===== config.mk =====
export PLATFORM = sky130hd
export DESIGN_NAME = cam_capture
export DESIGN_NICKNAME = d
export VERILOG_FILES = /design/src/include/sccb_regs.svh /design/src/hw/cam_video_pkg.sv /design/src/hw/cam_capture.sv
export SDC_FILE = /design/constraint.sdc
export NUM_CORES = 1
export LEC_CHECK = 0
export BUFFER_PORTS_ARGS = -buffer_cell sky130_fd_sc_hd__buf_2
export CAP_MARGIN = 20
export CORE_UTILIZATION = 44
export CTS_CLUSTER_DIAMETER = 80
export DETAILED_ROUTE_END_ITERATION = 6
export PLACE_DENSITY = 0.65
export SLEW_MARGIN = 40
export SYNTH_ARGS = -nofsm -noshare
export SYNTH_HDL_FRONTEND = slang
export SYNTH_SLANG_ARGS = --single-unit

===== constraint.sdc =====
create_clock -name clk -period 8.7 [get_ports clk]
set_clock_uncertainty 0.1 [all_clocks]
set_input_delay 1.305 -clock clk [delete_from_list [all_inputs] [get_ports clk]]
set_output_delay 1.305 -clock clk [all_outputs]
set_load 0.05 [all_outputs]

===== src/include/sccb_regs.svh =====
// Sensor register table, written in order after cfg_start
// Entry format is {register, value}

// Write ID of the sensor
localparam logic [7:0] SCCB_ID = 8'h42;

localparam int SCCB_NUM_REGS = 8;

localparam logic [15:0] SCCB_REGS [SCCB_NUM_REGS] = '{
  16'h12_0C,  // COM7, RGB output
  16'h40_10,  // COM15, RGB565 range
  16'h11_01,  // Clock prescaler
  16'h1E_00,  // No mirror, no flip
  16'h3A_04,  // Output byte order
  16'h8C_00,  // RGB444 off
  16'h14_38,  // AGC ceiling
  16'h13_E7   // AEC, AGC, AWB on
};


===== src/hw/cam_video_pkg.sv =====
package cam_video_pkg;

  // Camera and frame buffer pixel, 16 bits
  typedef struct packed {
    logic [4:0] red;
    logic [5:0] green;
    logic [4:0] blue;
  } rgb565_t;

  // Display colour, 24 bits
  typedef struct packed {
    logic [7:0] red;
    logic [7:0] green;
    logic [7:0] blue;
  } rgb888_t;

  // Display output word, syncs active low
  typedef struct packed {
    logic    hsync;
    logic    vsync;
    logic    blank;
    rgb888_t colour;
  } video_t;

  // Capture to buffer write
  typedef struct packed {
    logic        we;     // Single-cycle strobe
    logic [14:0] addr;
    rgb565_t     pixel;
  } fb_wr_t;

  typedef enum logic [1:0] {
    CAP_WAIT_FRAME,
    CAP_BYTE_HI,
    CAP_BYTE_LO
  } cap_state_e;

  typedef enum logic [2:0] {
    SCCB_IDLE,
    SCCB_START,
    SCCB_SHIFT,
    SCCB_STOP,
    SCCB_GAP,
    SCCB_DONE
  } sccb_state_e;

endpackage


===== src/hw/cam_capture.sv =====
`timescale 1ns/100ps

module cam_capture #(
  parameter int CAM_W = 640,
  parameter int FB_W  = 160,
  parameter int FB_H  = 120
) (
  input  logic                  clk,
  input  logic                  rst,
  input  logic                  cam_pclk,
  input  logic                  cam_vsync,
  input  logic                  cam_href,
  input  logic [7:0]            cam_data,
  output cam_video_pkg::fb_wr_t wr,
  output logic                  frame_done
);

  typedef struct packed {
    logic       pclk;
    logic       vsync;
    logic       href;
    logic [7:0] data;
  } cam_bus_t;

  cam_bus_t s1, s2, s3;            // Two sync stages plus edge stage
  logic       rise_q;              // Registered PCLK rise, aligned with s3
  logic       vsync_q, href_q;
  logic       vsync_fall, vsync_rise, href_fall;
  logic [7:0] hi_byte;
  logic [9:0] row, col;
  logic [14:0] dec_row, dec_col;
  logic       keep;
  cam_video_pkg::cap_state_e state;

  always_ff @(posedge clk) begin
    s1      <= {cam_pclk, cam_vsync, cam_href, cam_data};
    s2      <= s1;
    s3      <= s2;
    rise_q  <= s2.pclk & ~s3.pclk;
    vsync_q <= s3.vsync;
    href_q  <= s3.href;
  end

  assign vsync_fall = vsync_q & ~s3.vsync;  // Frame start
  assign vsync_rise = ~vsync_q & s3.vsync;  // Frame end
  assign href_fall  = href_q & ~s3.href;    // Line end

  // Keep every fourth pixel of every fourth row, inside the buffer
  assign dec_row = 15'(row[9:2]);
  assign dec_col = 15'(col[9:2]);
  assign keep = (row[1:0] == 2'd0) && (col[1:0] == 2'd0) && (col < 10'(CAM_W))
                && (dec_row < 15'(FB_H)) && (dec_col < 15'(FB_W));

  always_ff @(posedge clk) begin
    if (rst) begin
      state      <= cam_video_pkg::CAP_WAIT_FRAME;
      row        <= '0;
      col        <= '0;
      wr.we      <= 1'b0;
      frame_done <= 1'b0;
    end else begin
      wr.we      <= 1'b0;
      frame_done <= vsync_rise;
      if (s3.vsync) begin
        state <= cam_video_pkg::CAP_WAIT_FRAME;
        row   <= '0;
        col   <= '0;
      end else begin
        case (state)
          cam_video_pkg::CAP_WAIT_FRAME: begin
            if (vsync_fall) state <= cam_video_pkg::CAP_BYTE_HI;
          end
          cam_video_pkg::CAP_BYTE_HI: begin
            if (href_fall) begin
              row <= row + 10'd1;
              col <= '0;
            end else if (rise_q && s3.href) begin
              hi_byte <= s3.data;  // High byte first
              state   <= cam_video_pkg::CAP_BYTE_LO;
            end
          end
          default: begin  // Low byte completes the pixel
            if (href_fall) begin
              row   <= row + 10'd1;
              col   <= '0;
              state <= cam_video_pkg::CAP_BYTE_HI;
            end else if (rise_q && s3.href) begin
              wr.we    <= keep;
              wr.addr  <= dec_row * 15'(FB_W) + dec_col;
              wr.pixel <= cam_video_pkg::rgb565_t'({hi_byte, s3.data});
              col      <= col + 10'd1;
              state    <= cam_video_pkg::CAP_BYTE_HI;
            end
          end
        endcase
      end
    end
  end

endmodule


==> out/qor.csv <==
metric,value,unit
outcome,completed,
hold_buffers,0,
yosysMostFrequentCell,dfxtp_1,
critPathMaxStageDelay,0.56,ns
slew_viol_final,0,
crit_slowest_cell,nor2_2,
cts_htree_levels,3,
coreArea,7810,sq um
cts_made_buffers,9,
yosys_warnings,0,
synth_nets,311,
clockPowerShare,35.2,%
drtIter0Drc,128,
cp_cell_sequence,"buf_2, or2_2, nor2_2, buf_4",
clock_latency,0.36,ns
tns,0,ns
clkSinkCount,99,
fp.dieH,92.5,um
fin_nets,364,
cts_resized,0,
num_antenna_cells,0,
synth_seq_cells,99,
crit_arrival,2.82,ns
yosys-top-cells-area,"dfxtp_1 (33%), edfxtp_1 (33%), ha_1 (6.6%), nor2_1 (3.0%), xnor2_1 (2.7%)",
synth_common_cells,"dfxtp_1 (60), edfxtp_1 (39), nor2_1 (29)",
min_period,2.87,ns
p_int,0.604,mW
wirelength,5300,um
grt-ovfl-total,0,
ys_types,42,
synth-seq-area-share,65.9,%
synth_top_cell_by_area,dfxtp_1,
peakVddDrop,0.000117,V
ios,46,
post_cts.repair.setup_buffers,0,
start_util,46.1,%
finalHoldViolations,0,
grt_max_degree,26,
syn_to_final_growth,14.8,%
slew_headroom,52.2,%
gp_congestion,0.780,
rsz0062_at_grt,false,
fin_crit_sh,33.0,%
die_area,8550,sq um
rows,32,
avgSynthCellArea,13.0,sq um
root_buffer,clkbuf_8,
cp_max_fo,25,
power_switching_share,22.1,%
crit_type,in -> reg,
grt_pass1_wl,8980,um
first_pass_iters,4,
cp-end-kind,register,
vias,2136,
die_w,92.5,um
place_hpwl,3860,um
netlist_area,3600,sq um
p_sw,0.171,mW
total_power,0.775,mW
wire_per_inst,12.1,um
fmax,0.348,GHz
worst-path-buf-inv,2,
port_buffers,45,
drc,0,
drive_gt1_share,21.8,%
first_global_vias,2001,
p_leak,1.65,nW
critPathRequiredTime,8.64,ns
syn_inst,277,
setup_violations,0,
synthArstFlopShare,0,%
grtUsageTotal,13.6,%
cts_tree,yes,
pwr-share-comb,1.3,%
antenna_found_initial,0,
cts_buffer_depth,2,
via_per_inst,4.89,
drv_cap,0,
hold_path.class,reg -> reg,
cp_top_family,simple AND/OR/NAND/NOR gates,
seqPwrFrac,63.5,%
start_kind,input port,
synth-edff-count,39,
ant_nets,0,
clk_pin_slew,0.11,ns
yosysTopAreaCellShare,33.4,%
worstMarginPinSlew,0.715,ns
power.density,188,nW/um^2
ys.flop_type,dfxtp_1,
cell type report:
class / instances / area, sq um
inverters: 13 / 48.8
clock buffers: 9 / 124
fillers: 703 / 3670
clock inverters: 7 / 66.3
flip-flops and latches: 99 / 2370
multi-input cells: 161 / 1160
repair buffers: 46 / 233
well taps: 102 / 128
cells by family (layout without fill, tap and decap cells):
group                    count (synthesis)  count (layout)  share of synthesized area [%]
flip-flops                              99              99                           65.9
AND/OR/NAND/NOR                         81              81                           12.1
AO/OA/AOI/OAI                           35              35                           6.47
XOR/XNOR                                22              22                           5.35
adder cells (fa/ha/maj)                 21              21                           7.72
buffers and inverters                   17              75                           1.88
multiplexers                             2               2                          0.626
flip-flops by register name, indices dropped and copies added (netlist names):
name	count
frame_done	1
col	10
state	2
href_q	1
s2	11
s3	11
rise_q	1
row	10
s1	11
vsync_q	1
hi_byte	8
wr	32
power groups by stage:
stage | Clock [mW] | Sequential (mW) | Combinational [mW]
after floorplan | 0 | 0.502 | 0.00589
after global placement | 0 | 0.503 | 0.0102
after detailed placement | 0 | 0.503 | 0.0104
after CTS | 0.284 | 0.492 | 0.0104
after global routing | 0.302 | 0.494 | 0.0114
final | 0.273 | 0.492 | 0.0103
layer usage:
layer	part of all wire [%]	global-route usage [%]	vias up
met5	0	0	-
met4	1.2	4.56	0
met3	4.3	5.17	5
met2	46	21.0	42
met1	48	17.5	993
li1	-	-	1096
metrics by stage:
stage / area [sq um] / hold slack (ns) / cells / util [%] / setup WS [ns]
after floorplan: 3600 / 0.210 / 277 / - / 4.90
after global placement: 3940 / 0.210 / 421 / 50.5 / 5.45
after detailed placement: 3940 / 0.212 / 421 / 50.5 / 5.43
after CTS: 4130 / 0.228 / 437 / 52.9 / 5.83
after global routing: 4130 / 0.225 / 437 / 52.9 / 5.72
final: 4130 / 0.223 / 437 / 52.9 / 5.83
final timing paths:
path	cells past startpoint	endpoint	from	slack (ns)
setup / recovery	4	wr[28]	rst	5.83
setup reg to reg	7	wr[30]	row[3]	6.08
hold reg to reg	0	s3[4]	s2[4]	0.22
hold / removal	0	s3[4]	s2[4]	0.22
placed cells by master, fill, tap and decap left out, drive strengths merged, types with 2 or more instances in the layout:
cell	Yosys	layout
a211oi	4	4
a21oi	11	11
and3	5	5
buf	1	46
clkbuf	3	9
clkinvlp	0	2
dfxtp	60	60
edfxtp	39	39
fa	2	2
ha	19	19
inv	13	17
mux2	2	2
nand2	10	10
nand3	6	6
nand4	9	9
nor2	30	30
nor2b	3	3
nor3	6	6
nor3b	4	4
o2111ai	2	2
o211a	2	2
o21ai	10	10
xnor2	11	11
xor2	11	11
Note: power is estimated with default switching activity, not from simulation.
