### src/include/sccb_regs.svh
// Sensor register table, written in order after cfg_start
// Entry format is {register, value}

// Write ID of the sensor
localparam logic [7:0] SCCB_ID = 8'h42;

localparam int SCCB_NUM_REGS = 8;

localparam logic [15:0] SCCB_REGS [SCCB_NUM_REGS] = '{
  16'h12_0C,  // COM7, RGB output
  16'h40_10,  // COM15, RGB565 range
  16'h11_01,  // Clock prescaler
  16'h1E_00,  // No mirror, no flip
  16'h3A_04,  // Output byte order
  16'h8C_00,  // RGB444 off
  16'h14_38,  // AGC ceiling
  16'h13_E7   // AEC, AGC, AWB on
};

### src/hw/cam_video_pkg.sv
package cam_video_pkg;

  // Camera and frame buffer pixel, 16 bits
  typedef struct packed {
    logic [4:0] red;
    logic [5:0] green;
    logic [4:0] blue;
  } rgb565_t;

  // Display colour, 24 bits
  typedef struct packed {
    logic [7:0] red;
    logic [7:0] green;
    logic [7:0] blue;
  } rgb888_t;

  // Display output word, syncs active low
  typedef struct packed {
    logic    hsync;
    logic    vsync;
    logic    blank;
    rgb888_t colour;
  } video_t;

  // Capture to buffer write
  typedef struct packed {
    logic        we;     // Single-cycle strobe
    logic [14:0] addr;
    rgb565_t     pixel;
  } fb_wr_t;

  typedef enum logic [1:0] {
    CAP_WAIT_FRAME,
    CAP_BYTE_HI,
    CAP_BYTE_LO
  } cap_state_e;

  typedef enum logic [2:0] {
    SCCB_IDLE,
    SCCB_START,
    SCCB_SHIFT,
    SCCB_STOP,
    SCCB_GAP,
    SCCB_DONE
  } sccb_state_e;

endpackage

### src/hw/sccb_config.sv
`timescale 1ns/100ps

module sccb_config #(
  parameter int SCCB_DIV = 63  // clk cycles per quarter SCL
) (
  input  logic clk,
  input  logic rst,
  input  logic start,
  output logic sioc,
  output logic siod,
  output logic done
);

  `include "sccb_regs.svh"

  localparam int DIV_W = $clog2(SCCB_DIV + 1);
  localparam int IDX_W = (SCCB_NUM_REGS > 1) ? $clog2(SCCB_NUM_REGS) : 1;
  localparam logic [IDX_W-1:0] LAST_IDX = IDX_W'(SCCB_NUM_REGS - 1);

  cam_video_pkg::sccb_state_e state;
  logic [DIV_W-1:0] div_cnt;
  logic [1:0]       quarter;   // Quarter within one bit period
  logic [3:0]       bit_cnt;   // 0..8, bit 8 is the don't-care bit
  logic [1:0]       byte_cnt;  // ID, register, value
  logic [IDX_W-1:0] entry;
  logic             tick;
  logic             busy;
  logic [7:0]       cur_byte;
  logic [8:0]       cur_word;
  logic             sioc_d;
  logic             siod_d;

  assign tick = (div_cnt == DIV_W'(SCCB_DIV - 1));
  assign busy = (state != cam_video_pkg::SCCB_IDLE) && (state != cam_video_pkg::SCCB_DONE);

  always_comb begin
    case (byte_cnt)
      2'd0:    cur_byte = SCCB_ID;
      2'd1:    cur_byte = SCCB_REGS[entry][15:8];
      default: cur_byte = SCCB_REGS[entry][7:0];
    endcase
    cur_word = {cur_byte, 1'b1};  // MSB first, don't-care bit driven high
  end

  always_ff @(posedge clk) begin
    if (rst) begin
      state    <= cam_video_pkg::SCCB_IDLE;
      div_cnt  <= '0;
      quarter  <= '0;
      bit_cnt  <= '0;
      byte_cnt <= '0;
      entry    <= '0;
    end else if (start && !busy) begin  // Launch or relaunch the table
      state   <= cam_video_pkg::SCCB_START;
      div_cnt <= '0;
      quarter <= '0;
      entry   <= '0;
    end else if (busy) begin
      if (tick) begin
        div_cnt <= '0;
        quarter <= quarter + 2'd1;
        if (quarter == 2'd3) begin  // End of a bit period
          case (state)
            cam_video_pkg::SCCB_START: begin
              state    <= cam_video_pkg::SCCB_SHIFT;
              bit_cnt  <= '0;
              byte_cnt <= '0;
            end
            cam_video_pkg::SCCB_SHIFT: begin
              if (bit_cnt == 4'd8) begin
                bit_cnt <= '0;
                if (byte_cnt == 2'd2) state <= cam_video_pkg::SCCB_STOP;
                else byte_cnt <= byte_cnt + 2'd1;
              end else begin
                bit_cnt <= bit_cnt + 4'd1;
              end
            end
            cam_video_pkg::SCCB_STOP: state <= cam_video_pkg::SCCB_GAP;
            cam_video_pkg::SCCB_GAP: begin
              if (entry == LAST_IDX) begin
                state <= cam_video_pkg::SCCB_DONE;
              end else begin
                entry <= entry + 1'b1;
                state <= cam_video_pkg::SCCB_START;
              end
            end
            default: state <= cam_video_pkg::SCCB_IDLE;
          endcase
        end
      end else begin
        div_cnt <= div_cnt + 1'b1;
      end
    end
  end

  // Line levels per quarter; SIOD moves with SIOC low except at start/stop
  always_comb begin
    sioc_d = 1'b1;
    siod_d = 1'b1;
    case (state)
      cam_video_pkg::SCCB_START: begin
        sioc_d = (quarter < 2'd2);
        siod_d = (quarter == 2'd0);  // SIOD falls while SIOC high
      end
      cam_video_pkg::SCCB_SHIFT: begin
        sioc_d = (quarter == 2'd1) || (quarter == 2'd2);
        siod_d = cur_word[4'd8 - bit_cnt];
      end
      cam_video_pkg::SCCB_STOP: begin
        sioc_d = (quarter != 2'd0);
        siod_d = (quarter >= 2'd2);  // SIOD rises while SIOC high
      end
      default: ;
    endcase
  end

  always_ff @(posedge clk) begin  // Glitch-free line drivers
    if (rst) begin
      sioc <= 1'b1;
      siod <= 1'b1;
      done <= 1'b0;
    end else begin
      sioc <= sioc_d;
      siod <= siod_d;
      done <= (state == cam_video_pkg::SCCB_DONE);
    end
  end

endmodule

### config.mk
export PLATFORM = sky130hd
export DESIGN_NAME = sccb_config
export DESIGN_NICKNAME = d
export VERILOG_FILES = /design/src/hw/cam_video_pkg.sv /design/src/hw/sccb_config.sv
export VERILOG_INCLUDE_DIRS = /design/src /design/src/include
export SDC_FILE = /design/constraint.sdc
export NUM_CORES = 1
export LEC_CHECK = 0
export ABC_AREA = 1
export ABC_CLOCK_PERIOD_IN_PS = 4570
export BUFFER_PORTS_ARGS = -buffer_cell sky130_fd_sc_hd__buf_4
export CAP_MARGIN = 20
export CORE_ASPECT_RATIO = 0.5
export CORE_MARGIN = 2
export CORE_UTILIZATION = 55
export CTS_BUF_LIST = sky130_fd_sc_hd__clkbuf_4
export DETAILED_ROUTE_END_ITERATION = 7
export GPL_ROUTABILITY_DRIVEN = 1
export PLACE_DENSITY = 0.72
export SYNTH_ARGS = -nofsm -noshare
export SYNTH_HDL_FRONTEND = slang
export SYNTH_SLANG_ARGS = --single-unit
### constraint.sdc
create_clock -name clk -period 4.57 [get_ports clk]
set_input_delay 0.457 -clock clk [delete_from_list [all_inputs] [get_ports clk]]
set_output_delay 0.457 -clock clk [all_outputs]
set_load 0.01 [all_outputs]
==> results.md <==
* Setup clock skew after layout at 0.0105 ns
* Wirelength, routed at 3.45 mm
* Routed via count divided by cell count at 5.17
* Count of input and output buffers at 5
* Worst slack at placement at 2.73 ns
* Clock network latency to the later pin of the worst-skew pair at 0.31 ns
* CTS tree: yes
* R2r startpoint: bit_cnt[0]
* Post-Synthesis Net Count at 275
* Via count of the first global-routing pass at 1383
* Average instance area after synthesis at 6.78 um2
* Launch point of the critical path: bit_cnt[0]
* Die Height at 43.8 um
* First-pass GRT wire length at 5.96 mm
* Cell types with the largest area share after synthesis: dfxtp_1 (26%), nand2_1 (12%), ha_1 (11%), inv_1 (6.5%), nor2_1 (6.0%)
* RSZ-0062 raised after global routing: false
* Category of the worst setup path launch point: register
* Hold path startpoint: rst
* Maximum root-to-sink buffer count at 2
* Logic depth of the worst register-to-register path at 12
* Most frequently used cell type in the post-synthesis netlist: nand2_1
* Static Leak at 0.863 nW
* Overflow after GRT at 0
* Die footprint at 3660 um2
* Initial antenna violation count at 0
* Total DRC errors in the routed layout at 0
* Final setup margin at 2.67 ns
* Ratio of cells with drive above 1 in the final layout at 17.0%
* CTS Root Buffer Type: clkbuf_4
* Initial detailed-routing violation count at 52
* CTS Sinks at 23
* Termination of the worst setup path: state[1]
* H-tree level count at 1
* Count of warnings emitted by yosys at 0
* Final worst path period share at 41.5%
* Area taken by flip-flops and latches at 460 um2
* Result of the run: finished, final reports clean
* Area of the multi-input gates at 1110 um2
* Class of the tightest hold or removal check: in2reg
* Sequential fraction of the synthesis area at 26.4%
* Total via count after detailed routing at 1572
* Count of standard-cell rows at 14
* Max transition margin at 76.8%
* Post-CTS setup repair buffer count at 0
* Pin count of the biggest net entering global routing at 13
* Highest net fanout along the worst path at 9
* Setup violations, final at 0
* Average wire per standard cell at 11.3 um
* Worst IR drop on VDD at 0.164 mV
* Netlist Area Pre-Place at 1740 um2
* Dominant register cell in the synthesized netlist: dfxtp_1
* Global-route usage over all layers at 20.2%
* R2R Setup Slk at 2.67 ns
* Clock-pin transition on the worst setup and hold timing paths at 0.13 ns
* Number of cells produced by synthesis at 257
* Core region area at 3010 um2
* Post-route ant nets at 0
* Sort of element at the end of the critical path: register
* # Max-Cap Violations at 0
* Total Neg Setup Slack at 0 ns
* Number of ports placed on the die boundary at 6
* Pwr/cell area at 181 nW/um2
* Chip width at 83.6 um
* HPWL Detailed at 2.74 mm
* Cell variety after synth at 28
* CP required at 4.78 ns
* Hold violation count in the final report at 0
* Cell types with the highest counts after synthesis: nand2_1 (58), inv_1 (30), nor2_1 (28)
* Slew Viols, Final at 0
* Number of filler instances in the final layout at 321
* Fraction of synthesis flops using an asynchronous set or reset pin at 0%
* Area overhead of the layout relative to synthesis at 6.17%
* Pin slew with the least headroom to its limit at 0.346 ns
* Worst path arrival time at 2.10 ns
* Resized cells post-CTS at 0
* Worst setup path class: reg2reg
* Timing-limited maximum frequency at 527 MHz
* RR Endpoint: state[1]
* Count of hold-fix buffers inserted at cts at 0
* CTS Buf Count at 3
* Fraction of post-synthesis cell area in the top cell type by area at 26.4%
* Number of flops mapped to enable cells by yosys at 0
* Fin nets at 283
* Register bit count reported by yosys at 23
* Initial DRT Pass Iterations at 4
* Final Wtd Congestion at 0.830
* Library cell occupying the most area in the post-synthesis netlist: dfxtp_1
* Effective utilization at floorplan at 57.8%
* Post-route minimum period at 1.90 ns
* Number of antenna cells inserted at 0
## flip-flops by register name, summed over array words and instances, names as in the netlist
register  count
done          1
entry         3
quarter       2
siod          1
byte_cnt      2
bit_cnt       4
sioc          1
state         3
div_cnt       6
## worst min-delay path by stage
stage,to,cells after the start
2_1_floorplan,byte_cnt[1],2
3_3_place_gp,div_cnt[2],2
3_5_place_dp,div_cnt[2],2
4_1_cts,bit_cnt[2],2
5_1_grt,bit_cnt[2],2
6_report,bit_cnt[2],2
## through the flow
step	utilization [%]	cells	instance area [um2]	hold slack (ns)	total power, W
after floorplan	-	257	1740	0.450	0.000231
after global placement	60.4	300	1820	0.468	0.000239
after detailed placement	60.4	300	1820	0.475	0.000240
after CTS	61.4	304	1850	0.336	0.000342
after global routing	61.4	304	1850	0.328	0.000354
final	61.4	304	1850	0.350	0.000335
## cell type report
class / count / area share, %
Tap cell: 40 / 2.70
Clock buffer: 4 / 1.62
Inverter: 43 / 8.86
Multi-Input combinational cell: 189 / 59.9
Timing Repair Buffer: 5 / 2.03
Sequential cell: 23 / 24.9
## layer usage
layer	part of all wire [%]	track usage, %	vias up	wire, um
met5	0	0	-	0
met4	0.67	4.19	0	23
met3	3.2	4.76	4	109
li1	-	-	836	-
met2	46	36.0	16	1600
met1	50	25.8	716	1720
## where the power goes
| group | leakage (nW) | total [W] | switching, W | internal (W) |
|---|---|---|---|---|
| logic | 0.659 | 0.0000303 | 0.0000204 | 0.00000993 |
| registers | 0.186 | 0.000205 | 0.00000226 | 0.000203 |
| clock network | 0.0184 | 0.0000997 | 0.0000597 | 0.0000400 |
| total | 0.863 | 0.000335 | 0.0000823 | 0.000253 |
## placed cells by master, fill, tap and decap left out, types with 5 or more instances in the layout
cell,netlist,final
a21oi_1,16,16
buf_4,0,5
dfxtp_1,23,23
ha_1,15,15
inv_1,30,30
inv_2,10,10
nand2_1,58,58
nand2_4,5,5
nand3_1,19,19
nand3_2,5,5
nor2_1,28,28
nor2_2,5,5
o21ai_0,10,10
o21ai_1,6,6
## cell families (layout without fill, tap and decap cells)
| group | Yosys count | count (layout) | share of synthesized area, % |
|---|---|---|---|
| AND/OR/NAND/NOR | 136 | 136 | 40.7 |
| buffers and inverters | 45 | 52 | 9.98 |
| AO/OA/AOI/OAI | 36 | 36 | 11.1 |
| flip-flops | 23 | 23 | 26.4 |
| adder cells (fa/ha/maj) | 15 | 15 | 10.8 |
| XOR/XNOR | 2 | 2 | 1.01 |
## critical path, stage by stage, from the launching register on
cell and delay, ns:
dfxtp_1 0.48, clkinv_1 0.28, ha_1 0.30, nand2_1 0.10, nor2_2 0.07, nor2_4 0.12, inv_2 0.05, nand2_1 0.06
inv_2 0.04, nand2_4 0.08, inv_2 0.04, nor2_1 0.10, nor3_2 0.05
Note: power is estimated with default switching activity, not from simulation.
