### src/include/sccb_regs.svh
// Sensor register table, written in order after cfg_start
// Entry format is {register, value}

// Write ID of the sensor
localparam logic [7:0] SCCB_ID = 8'h42;

localparam int SCCB_NUM_REGS = 8;

localparam logic [15:0] SCCB_REGS [SCCB_NUM_REGS] = '{
  16'h12_0C,  // COM7, RGB output
  16'h40_10,  // COM15, RGB565 range
  16'h11_01,  // Clock prescaler
  16'h1E_00,  // No mirror, no flip
  16'h3A_04,  // Output byte order
  16'h8C_00,  // RGB444 off
  16'h14_38,  // AGC ceiling
  16'h13_E7   // AEC, AGC, AWB on
};

### src/hw/cam_video_pkg.sv
package cam_video_pkg;

  // Camera and frame buffer pixel, 16 bits
  typedef struct packed {
    logic [4:0] red;
    logic [5:0] green;
    logic [4:0] blue;
  } rgb565_t;

  // Display colour, 24 bits
  typedef struct packed {
    logic [7:0] red;
    logic [7:0] green;
    logic [7:0] blue;
  } rgb888_t;

  // Display output word, syncs active low
  typedef struct packed {
    logic    hsync;
    logic    vsync;
    logic    blank;
    rgb888_t colour;
  } video_t;

  // Capture to buffer write
  typedef struct packed {
    logic        we;     // Single-cycle strobe
    logic [14:0] addr;
    rgb565_t     pixel;
  } fb_wr_t;

  typedef enum logic [1:0] {
    CAP_WAIT_FRAME,
    CAP_BYTE_HI,
    CAP_BYTE_LO
  } cap_state_e;

  typedef enum logic [2:0] {
    SCCB_IDLE,
    SCCB_START,
    SCCB_SHIFT,
    SCCB_STOP,
    SCCB_GAP,
    SCCB_DONE
  } sccb_state_e;

endpackage

### src/hw/pixel_out.sv
`timescale 1ns/100ps

module pixel_out #(
  parameter int FB_W = 160
) (
  input  logic                   clk,
  input  logic                   rst,
  input  logic [9:0]             x,
  input  logic [9:0]             y,
  input  logic                   hsync,
  input  logic                   vsync,
  input  logic                   active,
  output logic [14:0]            raddr,
  input  cam_video_pkg::rgb565_t rdata,
  output cam_video_pkg::video_t  video
);

  logic [14:0] dec_x, dec_y;
  logic        hsync_q, vsync_q, blank_q;  // Aligned with rdata
  cam_video_pkg::rgb888_t rgb;

  // Park at pixel 0 outside the display area
  assign dec_x = active ? 15'(x[9:2]) : 15'd0;
  assign dec_y = active ? 15'(y[9:2]) : 15'd0;
  assign raddr = dec_y * 15'(FB_W) + dec_x;  // Same layout as capture

  always_ff @(posedge clk) begin  // Match the one clk read latency
    if (rst) begin
      hsync_q <= 1'b1;
      vsync_q <= 1'b1;
      blank_q <= 1'b1;
    end else begin
      hsync_q <= hsync;
      vsync_q <= vsync;
      blank_q <= !active;
    end
  end

  always_comb begin
    rgb.red   = {rdata.red, 3'b000};    // Low bits zero filled
    rgb.green = {rdata.green, 2'b00};
    rgb.blue  = {rdata.blue, 3'b000};
  end

  always_comb begin
    video.hsync  = hsync_q;
    video.vsync  = vsync_q;
    video.blank  = blank_q;
    video.colour = blank_q ? '0 : rgb;  // Black outside the picture
  end

endmodule

### config.mk
export PLATFORM = sky130hd
export DESIGN_NAME = pixel_out
export DESIGN_NICKNAME = d
export VERILOG_FILES = /design/src/include/sccb_regs.svh /design/src/hw/cam_video_pkg.sv /design/src/hw/pixel_out.sv
export SDC_FILE = /design/constraint.sdc
export NUM_CORES = 1
export LEC_CHECK = 0
export BUFFER_PORTS_ARGS = -buffer_cell sky130_fd_sc_hd__buf_2
export CAP_MARGIN = 20
export CORE_UTILIZATION = 38
export DETAILED_ROUTE_END_ITERATION = 10
export HOLD_SLACK_MARGIN = 0.1
export MAX_ROUTING_LAYER = met4
export PLACE_DENSITY = 0.81
export SYNTH_ARGS = -nofsm -noshare
export SYNTH_HDL_FRONTEND = slang
export SYNTH_SLANG_ARGS = --single-unit
export TNS_END_PERCENT = 50
### constraint.sdc
create_clock -name clk -period 3.1 [get_ports clk]
set_input_delay 0.465 -clock clk [delete_from_list [all_inputs] [get_ports clk]]
set_output_delay 0.465 -clock clk [all_outputs]
set_load 0.1 [all_outputs]
==> flow_metrics.py, run 1 <==
metrics = {
    "pwr": {
        "finalPower_mw": 0.729,
        "seqPwrFrac_pct": 6.1,
        "total_switching_power_mw": 0.446,
        "p_per_area_mw_per_mm2": 404,
        "p_comb_share_pct": 84.6,
        "p_int_mw": 0.283,
        "clkPwrFrac_pct": 9.3,
        "p_leak_nw": 0.915,
        "ir_worst_vdd_mv": 0.342,
        "p_sw_share_pct": 61.2,
    },
    "layout": {
        "stdcell_count": 232,
        "fin_nets": 259,
        "antenna_cells": 0,
        "drive_gt1_share_pct": 61.3,
        "areaGrowthSynthToFinish_pct": 94.1,
        "nFillCells": 142,
    },
    "yosys": {
        "avgSynthCellArea_um2": 7.75,
        "ys.warnings.count": 0,
        "syn_area_um2": 930,
        "ys_seq_elements": 3,
        "synth_edf_count": 0,
        "synthCells": 120,
        "ys_async_sr_fraction_pct": 0,
        "synth_top_flop_cell": "dfxtp_1",
        "yosysUniqueCellTypes": 33,
        "ys_seq_area_share_pct": 6.46,
    },
    "critical_path": {
        "worst_path_largest_cell_delay_ns": 0.41,
        "end_kind": "output port",
        "critPathBufInv": 3,
        "crit_chain": "buf_4 -> xor2_2 -> and2_4 -> ha_4 -> fa_2 -> buf_6 -> xor2_4 -> nand3_4 -> nor2_4 -> nand4_4 -> xnor2_4 -> buf_12",
        "crit_path_start_kind": "input pin",
        "crit_type": "input pin to output port",
        "cpLargestDelayFamily": "simple AND/OR/NAND/NOR gates",
        "crit_fanout": 3,
        "cp.required_ns": 2.63,
        "crit_path_top_delay_cell": "fa_2",
        "crit_arrival_ns": 2.59,
    },
    "place": {
        "gp_congestion": 0.839,
        "numPortBuffers": 70,
        "dpl.cell_count": 228,
        "dp_hpwl_um": 2380,
    },
    "cts": {
        "numCtsBuffers": 3,
        "postCtsSetupBuffers": 0,
        "cts_tree": "done",
        "cts_buffer_depth": 2,
        "cts_htree_levels": 1,
        "hold_buffers": 0,
        "clkTransAtPathRegs_ns": 0.04,
        "cts_root_buffer": "clkbuf_4",
        "cts_sinks": 3,
    },
    "run": {
        "maxCapViolCount": 0,
    },
    "global_routing": {
        "grt_pass1_wl_um": 5080,
        "antenna_found_initial": 0,
        "grt_max_degree": 18,
        "overflow": 0,
        "grt_use_total_pct": 26.1,
        "grt_pass1_vias": 1137,
    },
    "floorplanning": {
        "die_w_um": 51.5,
        "pin_count": 83,
        "start_util_pct": 41.2,
        "rows": 17,
        "core_mm2": 0.00225,
        "die-area_mm2": 0.00265,
        "die_h_um": 51.5,
    },
    "routing": {
        "drt_iter0_markers": 28,
        "drc_errors": 0,
        "vias": 1197,
        "drt-total-wl_um": 3530,
        "routedWlPerCell_um": 15.2,
        "ant_nets": 0,
        "dr.pass1.iters": 5,
        "vias_per_cell": 5.16,
    },
    "timing": {
        "tightest_slew_ns": 0.499,
        "fin_hold_ws_ns": 0.435,
        "final.setup.tns_ns": 0,
        "fin_crit_ns": 3.05,
        "finalHoldViolations": 0,
        "slew-limit-headroom_pct": 66.7,
        "finalMaxSlewViolations": 0,
        "setup-violations-final": 0,
        "fmax_ghz": 0.327,
        "period_share_pct": 98.5,
    },
    "outcome": {
        "outcome": "finished, final reports clean",
    },
    "min_path": {
        "hold_path.class": "input pin to register",
    },
}
[worst paths after layout]
kind | from | end | slack [ns] | cells past startpoint
min | hsync | hsync_q$_SDFF_PP1_ | 0.43 | 2
max | y[5] | raddr[14] | 0.05 | 12
[state kept, by name, summed over array words and instances (netlist names)]
signal   flops
vsync_q      1
blank_q      1
hsync_q      1
[synth_stat cells, types with 2 or more instances]
| library cell | count | area share, % |
|---|---|---|
| a21o_1 | 2 | 1.6 |
| and3_1 | 4 | 2.7 |
| nor3_1 | 2 | 1.1 |
| or2_2 | 2 | 1.3 |
| a21oi_1 | 3 | 1.6 |
| nand2_1 | 3 | 1.2 |
| xor2_1 | 9 | 8.5 |
| inv_1 | 2 | 0.81 |
| and2_1 | 16 | 11 |
| clkbuf_1 | 3 | 1.2 |
| nor2b_1 | 17 | 11 |
| buf_4 | 11 | 8.9 |
| a211oi_1 | 2 | 1.6 |
| ha_1 | 12 | 16 |
| xnor2_1 | 6 | 5.7 |
| nand3_1 | 3 | 1.6 |
| nor2_1 | 4 | 1.6 |
| o21ai_0 | 2 | 1.1 |
| dfxtp_1 | 3 | 6.5 |
[repair_timing]
action | in CTS | in global routing
endpoints found under the setup margin | 3 | 4
resized for setup | 12 | 16
pin swaps | 6 | 9
[layer usage]
layer  vias up  share of wire (%)  track usage [%]
met5         -                  0                -
met1       574                 37             24.9
li1        555                  -                -
met2        60                 57             53.2
met3         8                4.0             2.08
met4         0                2.5             9.01
[power by group through the flow]
stage	logic, mW	registers, mW	clock network [mW]
finish	0.617	0.0442	0.0678
global route	0.637	0.0446	0.0755
floorplan	0.425	0.0428	0
CTS	0.586	0.0441	0.0669
global placement	0.556	0.0442	0
detailed placement	0.567	0.0447	0
[cell families after synthesis]
logic type	Yosys count	share of synthesized area (%)
simple gates	56	37.0
fa+ha+maj	14	19.4
xor+xnor	15	14.1
compound gates	14	11.3
other cells	1	0.403
buf+inv	17	11.3
flops	3	6.46
[stage by stage]
stage          util [%]  cell area [µm²]  setup slack (ns)
6_report           80.0             1800            0.0461
5_1_grt            80.0             1800           -0.0385
4_1_cts            75.2             1700          -0.00351
3_5_place_dp       70.7             1590           -0.0673
3_3_place_gp       70.7             1590           0.00123
2_1_floorplan         -             1070            -0.370
[cells in the final DEF, fill, tap and decap left out, types with 3 or more instances in the layout]
cell	count
buf_2	60
buf_4	18
nor2b_1	17
and2_1	14
conb_1	8
buf_12	7
ha_1	6
ha_4	6
xor2_1	5
and3_1	4
xnor2_4	3
dfxtp_1	3
clkbuf_4	3
[area by class of cell]
cell class              count  area, µm²  share of cell area [%]
clock buffers               4       26.3                    1.46
multi-input cells         107       1070                    59.5
well taps                  28       35.0                    1.94
flip-flops and latches      3       60.1                    3.33
inverters                   3       11.3                   0.624
repair buffers             87        598                    33.1
(Power assumes the default switching activity.)
==> run 2, diff against run 1 <==
CORE_MARGIN = 3   (was default)
==> flow_metrics.py, run 2 (synthesized netlist as in run 1, its figures left out) <==
metrics = {
    "routing": {
        "ant_nets": 0,
        "vias_per_cell": 4.76,
        "dr.pass1.iters": 4,
        "vias": 1114,
        "routedWlPerCell_um": 13.9,
        "drt-total-wl_um": 3250,
        "drc_errors": 0,
        "drt_iter0_markers": 17,
    },
    "global_routing": {
        "grt_max_degree": 18,
        "antenna_found_initial": 0,
        "grt_use_total_pct": 20.1,
        "grt_pass1_vias": 1160,
        "grt_pass1_wl_um": 5050,
        "overflow": 0,
    },
    "critical_path": {
        "cp.required_ns": 2.63,
        "crit_type": "input pin to output port",
        "crit_fanout": 4,
        "end_kind": "output port",
        "crit_arrival_ns": 2.55,
        "crit_path_start_kind": "input pin",
    },
    "floorplanning": {
        "die_h_um": 55.5,
        "core_mm2": 0.00228,
        "die_w_um": 55.5,
        "die-area_mm2": 0.00308,
        "start_util_pct": 40.8,
        "rows": 17,
        "pin_count": 83,
    },
    "layout": {
        "nFillCells": 148,
        "drive_gt1_share_pct": 63.1,
        "reg.largest.list": "blank_q (1), hsync_q (1), vsync_q (1)",
        "layout_common_cells": "buf_2 (64), buf_4 (19), nor2b_1 (17)",
        "layout_commonest_cell": "buf_2",
        "antenna_cells": 0,
        "areaGrowthSynthToFinish_pct": 91.1,
        "fin_nets": 261,
        "stdcell_count": 234,
        "fin_area_mm2": 0.00178,
        "multi_input_area_mm2": 0.00107,
        "seq_area_um2": 60.1,
    },
    "place": {
        "dpl.cell_count": 227,
        "dp_hpwl_um": 2480,
        "placed_area_mm2": 0.00156,
        "numPortBuffers": 70,
        "dp_slack_ns": -0.0893,
        "gp_congestion": 0.807,
    },
    "min_path": {
        "hold_path.class": "input pin to register",
        "holdPathStages": 2,
    },
    "pwr": {
        "p_per_area_mw_per_mm2": 397,
        "finalPower_mw": 0.705,
        "ir_worst_vdd_mv": 0.307,
        "p_leak_nw": 0.915,
    },
    "cts": {
        "cts_tree": "done",
        "cts_buffer_depth": 2,
        "cts_htree_levels": 1,
        "clkTransAtPathRegs_ns": 0.04,
        "cts_root_buffer": "clkbuf_4",
        "hold_buffers": 0,
        "numCtsBuffers": 3,
        "cts_sinks": 3,
    },
    "timing": {
        "period_share_pct": 97.4,
        "fin_ws_ns": 0.0813,
        "finalHoldViolations": 0,
        "finalMaxSlewViolations": 0,
        "setup-violations-final": 0,
        "fmax_ghz": 0.331,
        "fin_crit_ns": 3.02,
    },
    "outcome": {
        "outcome": "finished, final reports clean",
    },
    "run": {
        "maxCapViolCount": 0,
    },
}
-- run 2: cell types whose count changed in the layout (fill, tap and decap cells not counted), sizes merged --
cell  delta
buf      +2
-- run 2: routing by layer --
layer / global-route usage (%) / vias to the layer above / share of wire [%]
met5: - / - / 0
met2: 41.4 / 31 / 59
met3: 0.701 / 8 / 2.9
li1: - / 558 / -
met4: 4.17 / 0 / 2.6
met1: 20.5 / 517 / 35
-- run 2: timing repair --
action / in CTS / in global routing
setup buffers: 2 / 1
pin swaps: 7 / 7
resized for setup: 19 / 8
setup endpoints to repair: 2 / 4
-- run 2: stage by stage --
step	setup TNS [ns]	utilization [%]	hold WS [ns]
floorplan	-1.34	-	0.566
global placement	0	68.4	0.650
detailed placement	-0.128	68.4	0.657
CTS	0	75.9	0.429
global route	-0.0205	78.1	0.425
finish	0	78.1	0.426
-- run 2: area by class of cell --
type                            count  share of cell area (%)
Tap cell                           28                    1.97
Sequential cell                     3                    3.38
Clock buffer                        4                    1.48
Multi-Input combinational cell    107                    60.2
Inverter                            3                   0.634
Timing Repair Buffer               89                    32.3
-- run 2: path summary, 6_finish.rpt --
path  startpoint            endpoint  slack [ns]
min        hsync  hsync_q$_SDFF_PP1_        0.43
max         y[4]           raddr[14]        0.08
-- run 2: power by group --
part / internal, mW / leakage, nW / total, mW / switching [mW]
Combinational: 0.179 / 0.875 / 0.593 / 0.413
Clock: 0.0483 / 0.0150 / 0.0687 / 0.0204
Sequential: 0.0409 / 0.0251 / 0.0440 / 0.00309
Total: 0.269 / 0.915 / 0.705 / 0.437
-- run 2: worst max-delay path: stages --
cell and delay [ns]:
buf_2 0.13, xor2_1 0.15, and2_1 0.20, ha_1 0.34, a211oi_2 0.10, or4_4 0.50
o2111ai_4 0.13, nand4_4 0.16, xnor2_4 0.18, buf_12 0.19
==> run 3, diff against run 2 <==
ABC_AREA = 1   (was default)
CORE_UTILIZATION = 41   (was 38)
CTS_BUF_LIST = sky130_fd_sc_hd__clkbuf_2   (was default)
PLACE_DENSITY = 0.82   (was 0.81)
==> flow_metrics.py, run 3 <==
metrics = {
    "outcome": {
        "outcome": "finished, final reports clean",
    },
    "critical_path": {
        "end_kind": "output port",
        "crit_type": "input pin to output port",
        "cp.required_ns": 2.63,
        "crit_path_start_kind": "input pin",
        "crit_fanout": 12,
        "crit_arrival_ns": 2.50,
    },
    "timing": {
        "period_share_pct": 95.8,
        "fmax_ghz": 0.337,
        "final.setup.tns_ns": 0,
        "fin_crit_ns": 2.97,
        "fin_hold_ws_ns": 0.448,
        "setup-violations-final": 0,
        "finalMaxSlewViolations": 0,
        "finalHoldViolations": 0,
    },
    "floorplanning": {
        "core_mm2": 0.00250,
        "die-area_mm2": 0.00331,
        "rows": 18,
        "die_w_um": 57.5,
        "die_h_um": 57.5,
        "start_util_pct": 43.5,
        "pin_count": 83,
    },
    "global_routing": {
        "grtUsageMet2_pct": 27.3,
        "met3_usage_pct": 1.81,
        "busiest_layer": "met2",
        "overflow": 0,
        "grt_max_degree": 18,
        "grt_pass1_vias": 1087,
        "grt_pass1_wl_um": 3960,
        "use_met1_pct": 16.2,
        "antenna_found_initial": 0,
        "grt_use_total_pct": 14.7,
    },
    "run": {
        "maxCapViolCount": 0,
    },
    "pwr": {
        "ir_worst_vdd_mv": 0.272,
        "p_leak_nw": 1.08,
        "finalPower_mw": 0.607,
        "p_per_area_mw_per_mm2": 377,
    },
    "place": {
        "dp_hpwl_um": 2200,
        "gp_congestion": 0.784,
        "dpl.cell_count": 286,
        "numPortBuffers": 70,
        "placed_area_mm2": 0.00157,
    },
    "layout": {
        "fin_area_mm2": 0.00161,
        "fin_nets": 316,
        "layout_commonest_cell": "buf_2",
        "areaGrowthSynthToFinish_pct": 48.3,
        "drive_gt1_share_pct": 40.2,
        "multi_input_area_um2": 831,
        "nFillCells": 231,
        "seq_area_um2": 60.1,
        "reg.largest.list": "blank_q (1), hsync_q (1), vsync_q (1)",
        "antenna_cells": 0,
        "stdcell_count": 291,
        "layout_common_cells": "buf_2 (62), nand2_1 (45), inv_1 (44)",
    },
    "routing": {
        "routedWlPerCell_um": 8.11,
        "drt-total-wl_um": 2360,
        "drc_errors": 0,
        "dr.pass1.iters": 3,
        "vias": 1233,
        "ant_nets": 0,
        "vias_per_cell": 4.24,
        "drt_iter0_markers": 26,
    },
    "min_path": {
        "hold_path.class": "input pin to register",
    },
    "yosys": {
        "synthMostInstantiatedCell": "nand2_1",
        "ys.warnings.count": 0,
        "ys_seq_elements": 3,
        "avgSynthCellArea_um2": 5.69,
        "yosysTopAreaCell": "nand2_1",
        "synthTopCellsByCount": "nand2_1 (46), inv_1 (44), nor2_1 (25), buf_4 (12), ha_1 (12)",
        "synth_edf_count": 0,
        "ys_async_sr_fraction_pct": 0,
        "synth_top_area_share_pct": 15.9,
        "syn_area_mm2": 0.00109,
        "synth_top_flop_cell": "dfxtp_1",
        "synth.area.top_cells": "nand2_1 (16%), inv_1 (15%), ha_1 (14%), nor2_1 (8.6%), buf_4 (8.3%)",
        "ys_seq_area_share_pct": 5.52,
        "yosysUniqueCellTypes": 27,
        "synthCells": 191,
    },
    "cts": {
        "cts_buffer_depth": 2,
        "cts_tree": "done",
        "cts_sinks": 3,
        "cts_root_buffer": "clkbuf_2",
        "numCtsBuffers": 3,
        "cts_htree_levels": 1,
        "clkTransAtPathRegs_ns": 0.04,
    },
}
run 3: cell types whose count changed in the layout (fill, tap and decap cells not counted), moves of 5 or more:
cell and change:
nand2_2 +5, buf_4 -14, xor2_1 -5, nand3_1 +7, and2_1 -13, nor2b_1 -17, inv_1 +42, nor2_1 +21
ha_4 -6, ha_1 +5, nand2_1 +43
run 3: routing by layer:
metal  part of all wire [%]  wire length [µm]
met4                      0                 0
met3                     10               243
met5                      0                 0
met1                     39               922
met2                     51              1200
run 3: layout make-up:
type	count	area share, %
clock buffers	4	1.24
inverters	45	10.5
multi-input cells	134	51.5
flip-flops and latches	3	3.72
well taps	30	2.33
repair buffers	75	30.7
run 3: worst paths after layout:
kind	cells after the start	end	from	slack [ns]
max	13	raddr[12]	active	0.13
min	2	vsync_q$_SDFF_PP1_	vsync	0.45
run 3: through the flow:
stage          worst slack [ns]  util, %
2_1_floorplan            -0.401        -
3_3_place_gp             0.0718     62.6
3_5_place_dp             0.0216     62.6
4_1_cts                  0.0201     63.4
5_1_grt                -0.00618     64.5
6_report                  0.131     64.5
run 3: what timing repair did:
| action | in CTS | in global routing |
|---|---|---|
| endpoints found under the setup margin | 0 | 4 |
| hold buffers | 0 | 0 |
| resized for setup | 0 | 7 |
| buffers inserted | 0 | 1 |
run 3: cells by family (layout without fill, tap and decap cells):
kind of cell / count (synthesis) / after routing / synth area share [%]
buf+inv: 61 / 124 / 25.9
flops: 3 / 3 / 5.52
simple gates: 98 / 98 / 42.0
other cells: 1 / 8 / 0.345
compound gates: 8 / 8 / 4.26
fa+ha+maj: 13 / 13 / 15.6
xor+xnor: 7 / 7 / 6.33
run 3: where the power goes:
| group | total, mW | internal (mW) | switching [mW] |
|---|---|---|---|
| combinational | 0.510 | 0.131 | 0.379 |
| clock | 0.0537 | 0.0340 | 0.0197 |
| sequential | 0.0438 | 0.0409 | 0.00296 |
| total | 0.607 | 0.206 | 0.402 |
run 3: worst max-delay path, cell delays in order:
cell,delay [ns]
clkbuf_4,0.17
nand2_2,0.08
nor2_2,0.12
nor2_1,0.06
ha_2,0.21
fa_2,0.57
nand2_1,0.05
inv_1,0.08
nand3_2,0.10
nand2_4,0.10
nand2_1,0.09
xor2_2,0.21
buf_12,0.20
