<file path="src/include/sccb_regs.svh">
// Sensor register table, written in order after cfg_start
// Entry format is {register, value}

// Write ID of the sensor
localparam logic [7:0] SCCB_ID = 8'h42;

localparam int SCCB_NUM_REGS = 8;

localparam logic [15:0] SCCB_REGS [SCCB_NUM_REGS] = '{
  16'h12_0C,  // COM7, RGB output
  16'h40_10,  // COM15, RGB565 range
  16'h11_01,  // Clock prescaler
  16'h1E_00,  // No mirror, no flip
  16'h3A_04,  // Output byte order
  16'h8C_00,  // RGB444 off
  16'h14_38,  // AGC ceiling
  16'h13_E7   // AEC, AGC, AWB on
};

</file>
<file path="src/hw/video_timing.sv">
`timescale 1ns/100ps

module video_timing #(
  parameter int H_ACTIVE = 640,
  parameter int H_FRONT  = 16,
  parameter int H_SYNC   = 96,
  parameter int H_BACK   = 48,
  parameter int V_ACTIVE = 480,
  parameter int V_FRONT  = 10,
  parameter int V_SYNC   = 2,
  parameter int V_BACK   = 33
) (
  input  logic       clk,
  input  logic       rst,
  output logic [9:0] x,
  output logic [9:0] y,
  output logic       hsync,   // Active low
  output logic       vsync,   // Active low
  output logic       active
);

  localparam logic [9:0] H_TOTAL   = 10'(H_ACTIVE + H_FRONT + H_SYNC + H_BACK);
  localparam logic [9:0] H_SYNC_LO = 10'(H_ACTIVE + H_FRONT);
  localparam logic [9:0] H_SYNC_HI = 10'(H_ACTIVE + H_FRONT + H_SYNC);
  localparam logic [9:0] V_TOTAL   = 10'(V_ACTIVE + V_FRONT + V_SYNC + V_BACK);
  localparam logic [9:0] V_SYNC_LO = 10'(V_ACTIVE + V_FRONT);
  localparam logic [9:0] V_SYNC_HI = 10'(V_ACTIVE + V_FRONT + V_SYNC);

  logic [9:0] h_cnt, v_cnt;

  always_ff @(posedge clk) begin
    if (rst) begin
      h_cnt <= '0;
      v_cnt <= '0;
    end else if (h_cnt == H_TOTAL - 10'd1) begin
      h_cnt <= '0;
      v_cnt <= (v_cnt == V_TOTAL - 10'd1) ? 10'd0 : v_cnt + 10'd1;  // Next line
    end else begin
      h_cnt <= h_cnt + 10'd1;
    end
  end

  // Registered decode, one clk behind the counters
  always_ff @(posedge clk) begin
    if (rst) begin
      x      <= '0;
      y      <= '0;
      hsync  <= 1'b1;
      vsync  <= 1'b1;
      active <= 1'b0;
    end else begin
      x      <= h_cnt;
      y      <= v_cnt;
      hsync  <= !((h_cnt >= H_SYNC_LO) && (h_cnt < H_SYNC_HI));
      vsync  <= !((v_cnt >= V_SYNC_LO) && (v_cnt < V_SYNC_HI));
      active <= (h_cnt < 10'(H_ACTIVE)) && (v_cnt < 10'(V_ACTIVE));
    end
  end

endmodule

</file>
<file path="config.mk">
export PLATFORM = sky130hd
export DESIGN_NAME = video_timing
export DESIGN_NICKNAME = d
export VERILOG_FILES = /design/src/include/sccb_regs.svh /design/src/hw/video_timing.sv
export SDC_FILE = /design/constraint.sdc
export NUM_CORES = 1
export LEC_CHECK = 0
export ABC_AREA = 1
export BUFFER_PORTS_ARGS = -buffer_cell sky130_fd_sc_hd__buf_2
export CAP_MARGIN = 20
export CORE_UTILIZATION = 58
export CTS_BUF_LIST = sky130_fd_sc_hd__clkbuf_8
export DETAILED_ROUTE_END_ITERATION = 12
export GPL_ROUTABILITY_DRIVEN = 0
export HOLD_SLACK_MARGIN = 0.03
export PLACE_DENSITY = 0.81
export SYNTH_ARGS = -nofsm -noshare
export SYNTH_HDL_FRONTEND = slang
export SYNTH_SLANG_ARGS = --single-unit
</file>
<file path="constraint.sdc">
create_clock -name clk -period 1.6 [get_ports clk]
set_input_delay 0.16 -clock clk [delete_from_list [all_inputs] [get_ports clk]]
set_output_delay 0.16 -clock clk [all_outputs]
set_load 0.02 [all_outputs]
</file>
==> results_dict.tcl, run 1 <==
set metrics [dict create \
    holdPathStages 2 \
    pwr-share-clk_pct 42.6 \
    relSlewSlack_pct 82.0 \
    yosysSeqAreaShare_pct 50.5 \
    r2r-end "v_cnt[4]" \
    hp-class "input pin to flop" \
    combPwrFrac_pct 2.8 \
    startpoint_type "flop" \
    drt_wl_total_um 2880 \
    rows 19 \
    synth_top_cell_by_area "dfxtp_1" \
    yosysMostFrequentCell "nor2_1" \
    fp.dieH_um 56.2 \
    seqPwrFrac_pct 54.6 \
    netlist_instances 226 \
    die_area_sq_um 3160 \
    p_int_w 0.00160 \
    grt_pass1_vias 1185 \
    setup_viol 0 \
    period_share_pct 91.0 \
    holdCritStartpoint "rst" \
    tns_ns 0 \
    wl_per_cell_um 9.90 \
    final_nets 266 \
    grt-ovfl-total 0 \
    drt-initial-drc-count 42 \
    hold_end "y[9]" \
    synth-edff-count 0 \
    placed_cell_area_sq_um 1860 \
    rsz0062_at_grt "false" \
    status "completed" \
    finalHoldViolCount 0 \
    r2r_cells 9 \
    yosysUniqueCellTypes 25 \
    yosys_most_used_dff "dfxtp_1" \
    avgViaCountPerCell 4.78 \
    synthesis.area_sq_um 1710 \
    grt_max_degree 16 \
    p_sw_share_pct 19.6 \
    fin_skew_ns 0.00211 \
    coreArea_sq_um 2780 \
    dp_hpwl_um 1950 \
    cts-root-buf "clkbuf_8" \
    ios 25 \
    num_vias 1390 \
    synth_seq_cells 43 \
    synthTopCellsByArea "dfxtp_1, nor2_1, nand2_1" \
    switching_power_w 0.000391 \
    dr.pass1.iters 4 \
    setup.worst_path.end_class "flop" \
    place_inst 280 \
    fin_cells 291 \
    synth_commonest_cells "nor2_1, nand2_1, dfxtp_1, inv_1, nand3_1" \
    worst_ep_arrival_time_ns 1.65 \
    n_antenna_cell 0 \
    slew_viol_final 0 \
    crit_path_start "h_cnt[0]" \
    clk_latency_ns 0.29 \
    ant_nets 0 \
    antenna_found_initial 0 \
    powerDensity_nw_per_um2 992 \
    required_ns 1.79 \
    yosysWarnings 0 \
    post-route-drc-count 0 \
    worstPathMaxFanout 5 \
    peakVddDrop_mv 1.06 \
    grt_util_all_layers_pct 21.7 \
    cts_tree "yes" \
    path_clk_slew_ns 0.07 \
    worst_pin_slew_ns 0.269 \
    syn_to_final_growth_pct 18.0 \
    final_core_util_pct 72.3 \
    numCtsBuffers 5 \
    grt_pass1_wl_um 5250 \
    max_freq_mhz 687 \
    r2r_slack_ns 0.14 \
    htree_levels 2 \
    clk_path_buf_depth 2 \
    syn-mean-instance-area_sq_um 7.55 \
    drv_cap 0 \
    die_w_um 56.2 \
    synth_top_area_share_pct 50.5 \
    syn_nets 233 \
    start_util_pct 61.3 \
    p_leak_nw 0.943 \
    io_buffers 24 \
    timing.rr.start "h_cnt[0]" \
    criticalPathCategory "flop to flop" \
    drive_gt1_share_pct 20.4 \
    final_area_sq_um 2010 \
    min_period_ns 1.46 \
    clkSinkCount 43 \
    synthArstFlopShare_pct 0 \
]
[metal layers]
layer / global-route usage, % / up-vias / wire (um)
li1: - / 743 / -
met1: 30.8 / 602 / 1410
met2: 30.4 / 40 / 1240
met3: 7.91 / 5 / 192
met4: 7.32 / 0 / 39
met5: 0 / - / 0
[timing repair]
| action | 4_1_cts | 5_1_grt |
|---|---|---|
| buffers inserted | 0 | 3 |
| endpoints found under the setup margin | 0 | 19 |
| gates resized for setup | 0 | 3 |
| hold buffers | 0 | 0 |
| hold endpoints to repair | 0 | 0 |
[sequential cells by signal (all words and copies together) (netlist names)]
register and count:
active 1, h_cnt 10, x 10, v_cnt 10, vsync 1, y 10
hsync 1
[cell type report]
class,count,area (sq um)
sequential,43,863
fill,213,769
multi-input combinational,146,703
timing repair buffer,30,165
inverter,33,124
clock buffer,6,82.6
tap,31,38.8
clock inverter,2,35.0
[power by group through the flow]
stage	clock, W	sequential [W]	combinational, W
2_1_floorplan	0	0.00112	0.0000327
3_3_place_gp	0	0.00111	0.0000555
3_5_place_dp	0	0.00111	0.0000557
4_1_cts	0.000869	0.00109	0.0000563
5_1_grt	0.000911	0.00109	0.0000635
6_report	0.000849	0.00109	0.0000561
[cell usage in the layout (no fill, tap or decap), types with 2 or more instances in the layout]
master	instances
a21oi_1	5
nor3_1	2
ha_1	5
inv_2	3
nand2_2	5
nor2_1	58
nor2_4	3
dfxtp_2	2
nand4_1	4
nand2_1	46
buf_2	24
buf_4	6
inv_1	30
nand3_1	6
xor2_1	3
dfxtp_1	41
clkbuf_8	6
[logic make-up after synthesis]
| group | after synthesis | share of synthesized area [%] |
|---|---|---|
| AO/OA/AOI/OAI | 9 | 3.01 |
| XOR/XNOR | 3 | 1.54 |
| adder cells (fa/ha/maj) | 5 | 3.67 |
| buffers and inverters | 37 | 8.58 |
| flip-flops | 43 | 50.5 |
| AND/OR/NAND/NOR | 129 | 32.7 |
[critical path, stage by stage, from the launching register on]
cell	delay (ns)
dfxtp_2	0.37
ha_1	0.21
nand2_2	0.11
nor2_4	0.13
inv_2	0.05
nor2_4	0.12
buf_4	0.15
nand2_2	0.06
nor2_1	0.11
nor2_1	0.05
[how the worst max path moves through the flow]
| stage | slack [ns] | depth (start not counted) | to |
|---|---|---|---|
| after floorplan | 0.25 | 8 | v_cnt[1] |
| after global placement | 0.12 | 8 | v_cnt[2] |
| after detailed placement | 0.11 | 8 | v_cnt[2] |
| after CTS | 0.04 | 8 | v_cnt[2] |
| after global routing | 0.009 | 8 | v_cnt[8] |
| final | 0.14 | 9 | v_cnt[4] |
[metrics by stage]
stage / setup WS, ns / hold slack, ns / power [W]
final: 0.144 / 0.209 / 0.00200
after global placement: 0.122 / 0.450 / 0.00117
after floorplan: 0.247 / 0.416 / 0.00115
after CTS: 0.0422 / 0.205 / 0.00201
after detailed placement: 0.106 / 0.447 / 0.00117
after global routing: 0.00876 / 0.209 / 0.00207
Power figures use the tool's default switching activity.
==> inputs of run 2 (changes only) <==
Settings changed: ABC_AREA 1 to not set, CORE_UTILIZATION 58 to 57, PLACE_DENSITY 0.81 to 0.8.
==> results_dict.tcl, run 2 <==
set metrics [dict create \
    status "finished with violations" \
    violations "setup timing" \
    startpoint_type "flop" \
    drive_gt1_share_pct 35.9 \
    ant_nets 0 \
    clk_latency_ns 0.29 \
    holdCritStartpoint "rst" \
    final_core_util_pct 85.1 \
    dr.pass1.iters 4 \
    finalHoldViolCount 0 \
    final_cell_mix "dfxtp_1, buf_4, nor2_1" \
    clkSinkCount 43 \
    start_util_pct 62.1 \
    max_freq_mhz 554 \
    placed_cell_area_sq_um 1980 \
    rsz0062_at_grt "true" \
    grt_pass1_wl_um 5730 \
    numCtsBuffers 5 \
    ios 25 \
    yosysWarnings 0 \
    worstPathMaxFanout 4 \
    yosysUniqueCellTypes 26 \
    cp.buffers_inverters 0 \
    synth-adder-area-share_pct 3.92 \
    criticalPathCategory "flop to flop" \
    antenna_found_initial 0 \
    fin_cells 253 \
    grt_max_degree 18 \
    timing.rr.start "h_cnt[6]" \
    drv_cap 0 \
    n_antenna_cell 0 \
    crit_family "simple AND/OR/NAND/NOR gates" \
    avgViaCountPerCell 5.73 \
    synth_compound_area_share_pct 3.77 \
    yosysMostFrequentCell "dfxtp_1" \
    muxShareOfSynthArea_pct 0 \
    syn_nets 174 \
    setup.worst_path.end_class "flop" \
    synth_seq_cells 43 \
    io_buffers 24 \
    slew_viol_final 0 \
    cts_tree "yes" \
    coreArea_sq_um 2570 \
    crit_chain "or4b_4, or4_4, or3_1, a21oi_1" \
    final_area_sq_um 2190 \
    synth-edff-count 0 \
    required_ns 1.82 \
    grt_util_all_layers_pct 27.6 \
    crit_slowest_cell "or4b_4" \
    max_stage_delay_ns 0.52 \
    synth_commonest_cells "dfxtp_1, nor2_1, nor2b_1, xnor2_1" \
    synthTopCellsByArea "dfxtp_1, xnor2_1, nor2_1" \
    powerDensity_nw_per_um2 840 \
    drt-initial-drc-count 60 \
    synthArstFlopShare_pct 0 \
    die_w_um 54.9 \
    finalWorstSetupSlack_ns -0.206 \
    min_period_ns 1.81 \
    setup_viol 10 \
    worst_ep_arrival_time_ns 2.03 \
    syn_to_final_growth_pct 37.1 \
    synth_top_family_by_area "simple AND/OR/NAND/NOR gates" \
    post-route-drc-count 0 \
    fin_skew_ns 0.00262 \
    fp.dieH_um 54.9 \
    relSlewSlack_pct 76.5 \
    peakVddDrop_mv 0.758 \
    yosysSeqAreaShare_pct 54.0 \
    clk_path_buf_depth 2 \
    htree_levels 2 \
    path_clk_slew_ns 0.07 \
    worst_pin_slew_ns 0.347 \
    num_vias 1449 \
    synthXorXnorAreaFrac_pct 7.69 \
    synthesis.area_sq_um 1590 \
    synthSimpleGateAreaFrac_pct 27.8 \
    grt-ovfl-total 0 \
    hp-class "input pin to flop" \
    place_inst 244 \
    dp_hpwl_um 2400 \
    p_leak_nw 0.974 \
    cts-root-buf "clkbuf_8" \
    grt_pass1_vias 1349 \
    die_area_sq_um 3010 \
    period_share_pct 113 \
    synth_top_cell_by_area "dfxtp_1" \
    yosys_most_used_dff "dfxtp_1" \
    final_common_cell "dfxtp_1" \
    rows 18 \
    wl_per_cell_um 16.2 \
    netlist_instances 167 \
    crit_path_start "h_cnt[6]" \
    ctsHoldBuffers 0 \
    synth_top_area_share_pct 54.0 \
    drt_wl_total_um 4090 \
    syn-mean-instance-area_sq_um 9.55 \
    final_nets 230 \
]
## run 2: changes by cell type in the layout (fill, tap and decap cells not counted), sizes merged, moves of 3 or more
| cell | change |
|---|---|
| nand2 | -46 |
| nor2 | -35 |
| inv | -26 |
| buf | +24 |
| nor2b | +15 |
| xnor2 | +12 |
| or3 | +5 |
| and3 | +3 |
| nor3 | +3 |
| nor4 | +3 |
## run 2: logic make-up (layout without fill, tap and decap cells)
family	count (synthesis)	in the layout
flops	43	43
xor+xnor	14	14
fa+ha+maj	5	5
buf+inv	12	68
compound gates	10	10
simple gates	83	83
## run 2: stage by stage
step | worst slack [ns] | total power, W | setup TNS [ns] | hold WS, ns
3_3_place_gp | -0.124 | 0.00118 | -0.303 | 0.432
5_1_grt | -0.227 | 0.00189 | -1.35 | 0.186
4_1_cts | -0.183 | 0.00184 | -0.352 | 0.168
2_1_floorplan | -0.144 | 0.00115 | -0.367 | 0.232
6_report | -0.206 | 0.00184 | -1.03 | 0.171
3_5_place_dp | -0.168 | 0.00119 | -0.580 | 0.432
## run 2: per-layer routing
metal,up-vias,part of all wire (%),global-route usage (%)
met5,-,0,0
met4,0,3.7,13.2
met3,20,7.8,9.44
met2,96,49,46.4
met1,663,39,30.7
li1,670,-,-
## run 2: layout make-up
cell class | count | area (sq um)
sequential | 43 | 865
multi-input combinational | 112 | 813
fill | 137 | 382
timing repair buffer | 54 | 357
clock buffer | 6 | 82.6
tap | 30 | 37.5
inverter | 7 | 26.3
clock inverter | 1 | 5.00
## run 2: path summary, 6_finish.rpt
kind | slack (ns) | cells after the start | to
max | -0.21 | 4 | v_cnt[9]
min | 0.17 | 2 | y[0]
max reg2reg | -0.21 | 4 | v_cnt[9]
min reg2reg | 0.47 | 1 | vsync
## run 2: repair_timing
item,4_1_cts,5_1_grt
hold endpoints to repair,0,0
pin swaps,4,4
setup buffers,0,2
gates resized for setup,9,11
cloned,0,0
endpoints found under the setup margin,16,11
## run 2: power by group
group / internal (W) / total (W) / leakage (nW) / switching (W)
sequential: 0.00108 / 0.00109 / 0.349 / 0.00000745
combinational: 0.0000325 / 0.0000785 / 0.578 / 0.0000460
clock: 0.000338 / 0.000670 / 0.0470 / 0.000332
total: 0.00145 / 0.00184 / 0.974 / 0.000385
==> inputs of run 3 (changes only) <==
Clock period 1.6 ns to 2 ns, I/O delays scaled along.
==> results_dict.tcl, run 3 (synthesis results as in run 2) <==
set metrics [dict create \
    status "completed" \
    ios 25 \
    post-route-drc-count 0 \
    required_ns 2.23 \
    setup_viol 0 \
    clkSinkCount 43 \
    relSlewSlack_pct 69.5 \
    rsz0062_at_grt "false" \
    die_w_um 54.9 \
    clk_latency_ns 0.30 \
    seqPwrFrac_pct 58.0 \
    final_common_cell "dfxtp_1" \
    syn_to_final_growth_pct 19.6 \
    peakVddDrop_mv 0.683 \
    drt-initial-drc-count 19 \
    coreArea_sq_um 2570 \
    timing.rr.start "h_cnt[5]" \
    r2r_slack_ns 0.10 \
    setup.worst_path.end_class "flop" \
    num_vias 1239 \
    ant_nets 0 \
    clk_path_buf_depth 2 \
    r2r_cells 4 \
    worst_pin_slew_ns 0.457 \
    grt_max_degree 27 \
    drt_wl_total_um 3040 \
    crit_path_start "h_cnt[5]" \
    p_sw_share_pct 20.9 \
    numCtsBuffers 5 \
    final_cell_mix "dfxtp_1, nor2_1, buf_2" \
    dp_hpwl_um 2140 \
    r2r-end "v_cnt[9]" \
    grt-ovfl-total 0 \
    p_leak_nw 0.809 \
    min_period_ns 1.90 \
    n_fill_cell 204 \
    worst_ep_arrival_time_ns 2.13 \
    start_util_pct 62.1 \
    period_share_pct 94.8 \
    grt_util_all_layers_pct 24.6 \
    cts-root-buf "clkbuf_8" \
    hp-class "input pin to flop" \
    rows 18 \
    drive_gt1_share_pct 21.7 \
    hold_ws_ns 0.322 \
    post_cts_buffers 0 \
    drv_cap 0 \
    tns_ns 0 \
    crit_path_end "v_cnt[9]" \
    final_nets 209 \
    wl_per_cell_um 13.0 \
    pwr-share-clk_pct 39.1 \
    cts_tree "yes" \
    criticalPathCategory "flop to flop" \
    io_buffers 24 \
    fin_skew_ns 0.00569 \
    holdPathStages 2 \
    n_antenna_cell 0 \
    avgViaCountPerCell 5.32 \
    max_freq_mhz 528 \
    slew_viol_final 0 \
    finalHoldViolCount 0 \
    combPwrFrac_pct 2.9 \
    startpoint_type "flop" \
    switching_power_w 0.000313 \
    grt_pass1_wl_um 4960 \
    antenna_found_initial 0 \
    htree_levels 2 \
    fp.dieH_um 54.9 \
    powerDensity_nw_per_um2 787 \
    dr.pass1.iters 4 \
    worstPathMaxFanout 3 \
    p_int_w 0.00119 \
    grt_pass1_vias 1106 \
    path_clk_slew_ns 0.08 \
    die_area_sq_um 3010 \
]
-- run 3: cell count changes in the layout (fill, tap and decap cells not counted), sizes merged --
cell | previous run | this run
buf | 54 | 33
clkbuf | 6 | 7
clkinv | 1 | 0
inv | 7 | 8
-- run 3: layout make-up --
| type | instances | area (sq um) | area share (%) |
|---|---|---|---|
| flip-flops and latches | 43 | 861 | 45.1 |
| multi-input cells | 112 | 694 | 36.4 |
| repair buffers | 33 | 188 | 9.84 |
| clock buffers | 7 | 96.3 | 5.05 |
| well taps | 30 | 37.5 | 1.97 |
| inverters | 7 | 26.3 | 1.38 |
| clock inverters | 1 | 3.75 | 0.197 |
-- run 3: worst min-delay path by stage --
stage          slack, ns  startpoint     to
2_1_floorplan       0.27         rst   x[9]
3_5_place_dp        0.44    v_cnt[8]  vsync
4_1_cts             0.32         rst   y[1]
3_3_place_gp        0.43    v_cnt[8]  vsync
6_report            0.32         rst   y[1]
5_1_grt             0.35         rst   y[1]
-- run 3: critical path, stage by stage (launching register included) --
cell	delay, ns
dfxtp_1	0.32
or4b_4	0.54
or4_1	0.49
or3_1	0.35
a21oi_1	0.13
-- run 3: power by group through the flow --
| stage | registers, W | logic [W] | clock network (W) |
|---|---|---|---|
| global placement | 0.000890 | 0.0000409 | 0 |
| global route | 0.000872 | 0.0000481 | 0.000627 |
| CTS | 0.000871 | 0.0000429 | 0.000593 |
| finish | 0.000871 | 0.0000429 | 0.000587 |
| floorplan | 0.000896 | 0.0000230 | 0 |
| detailed placement | 0.000891 | 0.0000425 | 0 |
-- run 3: through the flow --
step	utilization [%]	setup slack [ns]	total power [W]	std cells	instance area, sq um
2_1_floorplan	-	0.105	0.000919	167	1590
3_3_place_gp	70.1	0.123	0.000931	225	1800
3_5_place_dp	70.1	0.0906	0.000934	225	1800
4_1_cts	74.0	0.0652	0.00151	233	1900
5_1_grt	74.3	0.0179	0.00155	233	1910
6_report	74.3	0.104	0.00150	233	1910
-- run 3: timing repair --
item,in CTS,in global routing
endpoints found under the hold margin,0,0
resized for setup,0,2
hold buffers,0,0
endpoints found under the setup margin,0,9
-- run 3: routing by layer --
layer | track usage, % | routed length, um | vias to the layer above
met5 | 0 | 0 | -
met4 | 13.7 | 66 | 0
met3 | 10.3 | 148 | 7
met2 | 38.2 | 1430 | 37
met1 | 28.2 | 1390 | 570
li1 | - | - | 625
